`config.mk`:
```
export PLATFORM = sky130hd
export DESIGN_NAME = lm_table_top
export DESIGN_NICKNAME = d
export VERILOG_FILES = /design/src/hdl/lm_pkg.sv /design/src/hdl/lm_sorted_table.sv /design/src/hdl/lm_query_fsm.sv /design/src/hdl/lm_scan_counter.sv /design/src/hdl/lm_depth_accum.sv /design/src/hdl/lm_table_top.sv
export SDC_FILE = /design/constraint.sdc
export NUM_CORES = 1
export LEC_CHECK = 0
export BUFFER_PORTS_ARGS = -buffer_cell sky130_fd_sc_hd__buf_2
export CAP_MARGIN = 5
export CORE_MARGIN = 1.5
export CORE_UTILIZATION = 47
export CTS_CLUSTER_SIZE = 10
export DETAILED_ROUTE_END_ITERATION = 16
export PLACE_DENSITY = 0.66
export SYNTH_ARGS = -nofsm -noshare
export SYNTH_HDL_FRONTEND = slang
export SYNTH_HIERARCHICAL = 1
export SYNTH_SLANG_ARGS = --single-unit
```
`constraint.sdc`:
```
create_clock -name clk -period 4.5 [get_ports clk]
set_clock_uncertainty 0.2 [all_clocks]
set_input_delay 0.225 -clock clk [delete_from_list [all_inputs] [get_ports clk]]
set_output_delay 0.225 -clock clk [all_outputs]
set_load 0.03 [all_outputs]
```
`src/hdl/lm_pkg.sv`:
```
package lm_pkg;

  // Field widths for one side of the book
  typedef logic [15:0] price_t;
  typedef logic [7:0]  quantity_t;
  typedef logic [7:0]  uid_t;

  // Room for a full table of maximum quantities plus headroom
  typedef logic [11:0] accum_t;

  // Empty slot markers
  // Ask side uses the top price, bid side the bottom one
  localparam price_t PRICE_MAX = 16'hffff;
  localparam price_t PRICE_MIN = 16'h0000;

  // One resting order, 32 bits
  typedef struct packed {
    uid_t      uid;
    price_t    price;
    quantity_t quantity;
  } entry_t;

  // Depth query request
  typedef struct packed {
    price_t    price;
    quantity_t quantity;
  } qry_cmd_t;

  // Depth query answer
  typedef struct packed {
    logic   is_ge;
    accum_t qty;
  } qry_rsp_t;

endpackage

```
`src/hdl/lm_sorted_table.sv`:
```
module lm_sorted_table #(
  parameter int N      = 8,
  parameter bit is_ask = 1'b1
) (
  input  logic                      clk,
  input  logic                      rst,
  input  logic                      insert,
  input  lm_pkg::entry_t            insert_entry,
  input  logic                      cancel,
  input  lm_pkg::uid_t              cancel_uid,
  input  logic                      head_pop,
  input  logic                      reject_pop,
  output lm_pkg::entry_t [N-1:0]    entries,
  output logic [N-1:0]              entry_vld,
  output logic                      head_vld,
  output lm_pkg::entry_t            head,
  output logic                      reject_vld,
  output lm_pkg::entry_t            reject,
  output logic                      cancel_hit,
  output lm_pkg::entry_t            cancel_entry
);

  import lm_pkg::*;

  localparam price_t INVALID_PRICE = is_ask ? PRICE_MAX : PRICE_MIN;
  localparam entry_t EMPTY = '{uid: '0, price: INVALID_PRICE, quantity: '0};

  // Slot 0 holds the best price
  entry_t [N-1:0] tbl_q;
  entry_t [N-1:0] tbl_d;
  // Neighbour views for the two shift directions
  entry_t [N-1:0] up_src;
  entry_t [N-1:0] dn_src;

  logic [N-1:0] ins_beat;
  logic [N-1:0] ins_sel;
  logic [N-1:0] ins_shift;
  logic         ins_miss;
  logic         ins_full;
  logic [N-1:0] cxl_match;
  logic [N-1:0] cxl_shift;

  entry_t rej_d;
  logic   rej_vld_d;

  // Strictly better price for this side
  function automatic logic better(price_t x, price_t t);
    return is_ask ? (x < t) : (x > t);
  endfunction

  always_comb begin
    for (int i = 0; i < N; i++) begin
      entry_vld[i] = (tbl_q[i].price != INVALID_PRICE);
    end
  end

  // Insert point is the first slot the new order beats
  // Equal prices do not beat, so the new order queues behind them
  always_comb begin : insert_pick
    logic seen;
    seen = 1'b0;
    for (int i = 0; i < N; i++) begin
      ins_beat[i]  = ~entry_vld[i] | better(insert_entry.price, tbl_q[i].price);
      ins_sel[i]   = ins_beat[i] & ~seen;
      // Slots behind the insert point move toward the tail
      ins_shift[i] = seen;
      seen         = seen | ins_beat[i];
    end
  end

  // Nothing beaten, the new order ranks last in a full table
  assign ins_miss = ~|ins_beat;
  assign ins_full = entry_vld[N-1];

  // UIDs are unique so at most one slot matches
  always_comb begin : cancel_pick
    logic seen;
    seen         = 1'b0;
    cancel_entry = '0;
    for (int i = 0; i < N; i++) begin
      cxl_match[i] = entry_vld[i] & (tbl_q[i].uid == cancel_uid);
      if (cancel && cxl_match[i]) begin
        cancel_entry = cancel_entry | tbl_q[i];
      end
      // Matched slot and everything behind it close the gap
      seen         = seen | cxl_match[i];
      cxl_shift[i] = seen;
    end
  end

  assign cancel_hit = cancel & (|cxl_match);

  always_comb begin
    for (int i = 0; i < N - 1; i++) begin
      up_src[i] = tbl_q[i+1];
    end
    // Tail refills with an empty marker
    up_src[N-1] = EMPTY;
    dn_src[0]   = tbl_q[0];
    for (int i = 1; i < N; i++) begin
      dn_src[i] = tbl_q[i-1];
    end
  end

  // Next table state, one command per cycle
  always_comb begin : table_next
    for (int i = 0; i < N; i++) begin
      tbl_d[i] = tbl_q[i];
      if (insert) begin
        if (ins_sel[i]) begin
          tbl_d[i] = insert_entry;
        end else if (ins_shift[i]) begin
          tbl_d[i] = dn_src[i];
        end
      end else if (cancel_hit && cxl_shift[i]) begin
        tbl_d[i] = up_src[i];
      end else if (head_pop) begin
        tbl_d[i] = up_src[i];
      end
    end
  end

  // Overflow beats a pop in the same cycle
  always_comb begin : reject_next
    rej_d     = reject;
    rej_vld_d = reject_vld;
    if (insert && ins_miss) begin
      rej_d     = insert_entry;
      rej_vld_d = 1'b1;
    end else if (insert && ins_full) begin
      // Worst resting order falls off the tail
      rej_d     = tbl_q[N-1];
      rej_vld_d = 1'b1;
    end else if (reject_pop) begin
      rej_vld_d = 1'b0;
    end
  end

  always_ff @(posedge clk) begin
    if (rst) begin
      for (int i = 0; i < N; i++) begin
        tbl_q[i] <= EMPTY;
      end
      reject_vld <= 1'b0;
    end else begin
      tbl_q      <= tbl_d;
      reject_vld <= rej_vld_d;
    end
  end

  always_ff @(posedge clk) begin
    reject <= rej_d;
  end

  assign entries  = tbl_q;
  // Head read straight from slot 0
  assign head     = tbl_q[0];
  assign head_vld = entry_vld[0];

endmodule

```
`src/hdl/lm_query_fsm.sv`:
```
module lm_query_fsm (
  input  logic clk,
  input  logic rst,
  input  logic qry_vld,
  input  logic scan_last,
  output logic qry_busy,
  output logic scan_clr,
  output logic scan_step,
  output logic rsp_load
);

  typedef enum logic [1:0] {
    ST_IDLE,
    ST_SCAN,
    ST_RESP
  } state_t;

  state_t state;
  state_t state_nxt;

  // Request taken only from idle
  assign scan_clr  = (state == ST_IDLE) & qry_vld;
  // One slot per cycle while scanning
  assign scan_step = (state == ST_SCAN);
  // Sum is complete in the respond cycle
  assign rsp_load  = (state == ST_RESP);
  assign qry_busy  = (state != ST_IDLE);

  always_comb begin
    state_nxt = state;
    case (state)
      ST_IDLE: if (qry_vld) state_nxt = ST_SCAN;
      ST_SCAN: if (scan_last) state_nxt = ST_RESP;
      ST_RESP: state_nxt = ST_IDLE;
      default: state_nxt = ST_IDLE;
    endcase
  end

  always_ff @(posedge clk) begin
    if (rst) begin
      state <= ST_IDLE;
    end else begin
      state <= state_nxt;
    end
  end

endmodule

```
`src/hdl/lm_scan_counter.sv`:
```
module lm_scan_counter #(
  parameter int N = 8
) (
  input  logic                 clk,
  input  logic                 rst,
  input  logic                 scan_clr,
  input  logic                 scan_step,
  output logic [$clog2(N)-1:0] scan_idx,
  output logic                 scan_last
);

  // Index of the slot being scanned
  always_ff @(posedge clk) begin
    if (rst || scan_clr) begin
      scan_idx <= '0;
    end else if (scan_step) begin
      scan_idx <= scan_idx + 1'b1;
    end
  end

  // Final slot of the table
  assign scan_last = (scan_idx == ($clog2(N))'(N - 1));

endmodule

```
`src/hdl/lm_depth_accum.sv`:
```
module lm_depth_accum #(
  parameter int N      = 8,
  parameter bit is_ask = 1'b1
) (
  input  logic                   clk,
  input  logic                   rst,
  input  logic                   qry_vld,
  input  lm_pkg::qry_cmd_t       qry_cmd,
  input  logic                   scan_clr,
  input  logic                   scan_step,
  input  logic [$clog2(N)-1:0]   scan_idx,
  input  lm_pkg::entry_t [N-1:0] entries,
  input  logic [N-1:0]           entry_vld,
  input  logic                   rsp_load,
  output logic                   qry_rsp_vld,
  output lm_pkg::qry_rsp_t       qry_rsp
);

  import lm_pkg::*;

  qry_cmd_t cmd_q;
  accum_t   sum_q;
  entry_t   cur;
  logic     cur_hit;
  logic     accept;

  // Request taken by the sequencer this cycle
  assign accept = qry_vld & scan_clr;

  // Slot under the scan index
  assign cur = entries[scan_idx];

  // At or better than the query price
  assign cur_hit = entry_vld[scan_idx] &
                   (is_ask ? (cur.price <= cmd_q.price) : (cur.price >= cmd_q.price));

  always_ff @(posedge clk) begin
    if (accept) begin
      cmd_q <= qry_cmd;
      sum_q <= '0;
    end else if (scan_step && cur_hit) begin
      sum_q <= sum_q + accum_t'(cur.quantity);
    end
  end

  // Answer held until the next accepted request
  always_ff @(posedge clk) begin
    if (rst || accept) begin
      qry_rsp_vld <= 1'b0;
    end else if (rsp_load) begin
      qry_rsp_vld <= 1'b1;
    end
  end

  always_ff @(posedge clk) begin
    if (rsp_load) begin
      qry_rsp.qty   <= sum_q;
      qry_rsp.is_ge <= (sum_q >= accum_t'(cmd_q.quantity));
    end
  end

endmodule

```
`src/hdl/lm_table_top.sv`:
```
module lm_table_top #(
  parameter int N      = 8,
  parameter bit is_ask = 1'b1
) (
  input  logic              clk,
  input  logic              rst,
  input  logic              insert,
  input  lm_pkg::entry_t    insert_entry,
  input  logic              cancel,
  input  lm_pkg::uid_t      cancel_uid,
  input  logic              head_pop,
  input  logic              reject_pop,
  input  logic              qry_vld,
  input  lm_pkg::qry_cmd_t  qry_cmd,
  output logic              head_vld,
  output lm_pkg::entry_t    head,
  output logic              reject_vld,
  output lm_pkg::entry_t    reject,
  output logic              cancel_hit,
  output lm_pkg::entry_t    cancel_entry,
  output logic              qry_busy,
  output logic              qry_rsp_vld,
  output lm_pkg::qry_rsp_t  qry_rsp
);

  import lm_pkg::*;

  // Table contents seen by the query scan
  entry_t [N-1:0]         entries;
  logic [N-1:0]           entry_vld;
  // Scan sequencing
  logic                   scan_clr;
  logic                   scan_step;
  logic                   scan_last;
  logic                   rsp_load;
  logic [$clog2(N)-1:0]   scan_idx;

  lm_sorted_table #(.N(N), .is_ask(is_ask)) u_table (
    .clk          (clk),
    .rst          (rst),
    .insert       (insert),
    .insert_entry (insert_entry),
    .cancel       (cancel),
    .cancel_uid   (cancel_uid),
    .head_pop     (head_pop),
    .reject_pop   (reject_pop),
    .entries      (entries),
    .entry_vld    (entry_vld),
    .head_vld     (head_vld),
    .head         (head),
    .reject_vld   (reject_vld),
    .reject       (reject),
    .cancel_hit   (cancel_hit),
    .cancel_entry (cancel_entry)
  );

  lm_query_fsm u_fsm (
    .clk       (clk),
    .rst       (rst),
    .qry_vld   (qry_vld),
    .scan_last (scan_last),
    .qry_busy  (qry_busy),
    .scan_clr  (scan_clr),
    .scan_step (scan_step),
    .rsp_load  (rsp_load)
  );

  lm_scan_counter #(.N(N)) u_counter (
    .clk       (clk),
    .rst       (rst),
    .scan_clr  (scan_clr),
    .scan_step (scan_step),
    .scan_idx  (scan_idx),
    .scan_last (scan_last)
  );

  lm_depth_accum #(.N(N), .is_ask(is_ask)) u_accum (
    .clk         (clk),
    .rst         (rst),
    .qry_vld     (qry_vld),
    .qry_cmd     (qry_cmd),
    .scan_clr    (scan_clr),
    .scan_step   (scan_step),
    .scan_idx    (scan_idx),
    .entries     (entries),
    .entry_vld   (entry_vld),
    .rsp_load    (rsp_load),
    .qry_rsp_vld (qry_rsp_vld),
    .qry_rsp     (qry_rsp)
  );

endmodule

```
==> impl_results.md <==
- Syn nets: 3058
- CTS tree: yes
- Combinational family with the most area after synthesis: compound AO/OA/AOI/OAI gates
- Detailed-route via count: 26100
- Kind of end point of the critical path: output port
- Final HPWL DP: 76700 µm
- Initial antenna violation count: 5
- Area taken by multi-input logic gates: 16000 µm²
- Slowest stage delay, CP: 0.84 ns
- Final nets: 3210
- Core ar.: 53700 µm²
- Outcome: complete, no violations
- Setup crit start kind: register
- Adder and majority gate portion of the synthesized area: 7.64%
- Required time worst endpoint: 4.07 ns
- Synth cell types: 88
- Mapped Cells: 2832
- Worst Path Max Fanout: 24
- Hold Fails Final Rpt: 0
- Static leakage: 12.6 nW
- Simple-Gate Fraction of Synth Area: 13.7%
- Number of global-route vias before repair: 24800
- Register area: 7580 µm²
- Hold/Removal Path Class: in -> reg
- Period minus WS final: 4.39 ns
- Area post-placement: 27500 µm²
- Max Slew Vio Count: 0
- I/O pins: 185
- DRT Wirelength: 110000 µm
- Layout cells sized above 1: 18.0%
- Antenna Nets Post-Route: 0
- Sequential area share after synthesis: 29.7%
- Global-route wire length before repair: 162000 µm
- Synth cell count leaders: dfxtp_1, nor2_1, inv_1
- Row count: 85
- Max-cap viol count: 0
- PortBufs: 184
- Most frequent CP cell: nand4_1
- Final instance area: 29300 µm²
- Post-Syn Area per Cell: 9.00 µm²
- CP max stage cell: nor4_1
- Pre-Repair DR Iteration Count: 6
- Grt ovf: 0
- CTS clk-pin slew, worst paths: 0.06 ns
- Post-synth top area cell: dfxtp_1
- GRT Util Overall: 38.2%
- Cells along the critical path: nand4_1 -> nor4_1 -> nor4_2 -> buf_4 -> a22oi_1 -> nand4_1 -> buf_2
- Fill cells: 4830
- Share of the synthesized area in the top cell type: 21.6%
- EDFF count, synth: 69
- Synth Area in Compound Gates: 26.6%
- Die Span Y: 236 µm
- Arr. time, crit path: 3.97 ns
- Die outline area: 55600 µm²
- Unrepaired setup endpoints after global routing: no
- Mux contribution to synthesized area: 12.1%
- Pwr dens: 324 nW/µm²
- Die width: 236 µm
- Sink Count: 344
- Largest net degree at the start of global routing: 94
- Slew HR: 21.5%
- Deepest level of the CTS H-tree: 2
- Skew-Pair Late Insertion Delay: 0.61 ns
- Initial core utilization: 47.5%
- First DRT Iteration DRCs: 4001
- Post-synthesis xor/xnor area fraction: 2.44%
- WL/cell: 29.7 µm
- Crit Path Category: reg -> out
- Via-per-instance ratio: 7.02
- Synth warnings: 6
- CTS buffer count: 44
- Synth Cell Area: 25500 µm²
- Slew @ Worst Pin: 1.17 ns
- Area Overhead vs Synth: 14.8%
- Final worst path period share: 97.6%
- Area contributors post-synth: dfxtp_1, edfxtp_1, ha_1, mux2i_1, mux4_2
- Setup TNS: 0 ns
- Root Buffer Master: clkbuf_16
- Fmax: 0.228 GHz
- Routability Congestion: 1.02
- Seq cells post-synth: 344
- Longest Clk Path Bufs: 3
- Top FF cell, synth: dfxtp_1
- Worst vdd ir: 0.000258 V
- Most common cell in the synthesized netlist: dfxtp_1
- Ys async rst share: 0%
- Setup violations, final: 0
- Buffers & Inverters on Critical Path: 2
- Delay-heaviest family, CP: simple AND/OR/NAND/NOR gates
- Residual DRC: 0
==> worst reg2reg max path, cell delays in order, from the launching register on <==
cell and delay (ns):
dfxtp_1 0.55, inv_1 0.14, ha_1 0.32, nand4_1 0.13, or3_1 0.44, a2111oi_2 0.37, or4_4 0.25, nand4_4 0.20
buf_4 0.37, nor3_4 0.73, o211ai_1 0.19, a221o_1 0.34
==> state kept, by name, indices dropped and copies added (netlist names) <==
name	flops
u_table/entries	256
u_table/reject	32
u_accum/cmd_q	24
u_accum/qry_rsp	13
u_accum/sum_q	12
u_counter/scan_idx	3
u_fsm/state	2
u_accum/qry_rsp_vld	1
u_table/reject_vld	1
==> where the power goes <==
group | total (mW) | internal [mW] | switching [mW]
sequential | 3.69 | 3.37 | 0.318
clock | 3.37 | 1.87 | 1.50
combinational | 2.41 | 0.913 | 1.49
total | 9.47 | 6.16 | 3.31
==> cells in the final DEF, fill, tap and decap left out, types with 17 or more instances in the layout <==
| cell | count |
|---|---|
| dfxtp_1 | 273 |
| nor2_1 | 214 |
| buf_2 | 182 |
| inv_1 | 179 |
| buf_4 | 154 |
| ha_1 | 154 |
| a211oi_1 | 149 |
| mux2i_1 | 132 |
| a21oi_1 | 107 |
| o21ai_0 | 107 |
| a22oi_1 | 83 |
| nand4_1 | 80 |
| nand2_1 | 70 |
| nand3_1 | 70 |
| edfxtp_1 | 69 |
| a211o_1 | 65 |
| a221o_1 | 63 |
| o41ai_1 | 62 |
| nor2b_1 | 54 |
| mux4_2 | 50 |
| dlygate4sd3_1 | 46 |
| nor4_1 | 46 |
| xnor2_1 | 45 |
| clkbuf_16 | 44 |
| nand2b_1 | 41 |
| a22o_1 | 40 |
| mux2_1 | 30 |
| o211ai_1 | 29 |
| mux2_2 | 26 |
| xor2_1 | 26 |
| a221oi_1 | 23 |
| clkbuf_1 | 19 |
| nor3_1 | 18 |
| o31a_1 | 18 |
| o311a_1 | 17 |
==> path summary, 6_finish.rpt <==
check / startpoint / endpoint / slack [ns] / cells past startpoint
setup / recovery: u_table/entries[115] / cancel_entry[22] / 0.11 / 7
hold / removal: insert_entry[10] / u_table/reject[10] / 0.04 / 2
setup reg to reg: u_table/entries[55] / u_table/entries[140] / 0.17 / 11
hold reg to reg: u_accum/sum_q[11] / u_accum/qry_rsp[11] / 0.29 / 0
==> layout make-up <==
type / count / share of cell area [%]
multi-input cells: 2019 / 54.9
inverters: 181 / 2.34
well taps: 696 / 2.98
diodes: 1 / 0.00855
clock inverters: 14 / 0.334
repair buffers: 394 / 9.43
clock buffers: 66 / 4.15
flip-flops and latches: 344 / 25.9
==> through the flow <==
stage | utilization [%] | power, mW | worst slack (ns) | cells | hold slack [ns]
3_5_place_dp | 51.1 | 6.02 | 0.179 | 3588 | 0.204
4_1_cts | 54.4 | 9.40 | 0.0492 | 3714 | 0.0101
3_3_place_gp | 51.1 | 5.97 | 0.262 | 3588 | 0.203
6_report | 54.5 | 9.47 | 0.110 | 3715 | 0.0390
2_1_floorplan | - | 5.15 | 0.535 | 2832 | 0.0896
5_1_grt | 54.5 | 9.78 | 0.0284 | 3714 | 0.0345
==> cell families after synthesis <==
group,Yosys count
fa+ha+maj,155
mux,238
flops,344
xor+xnor,71
simple gates,670
compound gates,885
buf+inv,469
==> per-layer routing <==
metal	vias to the layer above	global-route usage (%)	part of all wire, %
met5	-	0	0.036
met4	6	16.1	4.4
met3	342	12.1	13
met2	1901	54.7	42
met1	12600	52.7	41
li1	11200	-	-
==> timing repair <==
item	CTS	global route
hold buffers	46	0
setup endpoints to repair	0	11
buffers inserted	0	0
gates resized for setup	0	4
endpoints found under the hold margin	129	0
(Power assumes the default switching activity.)
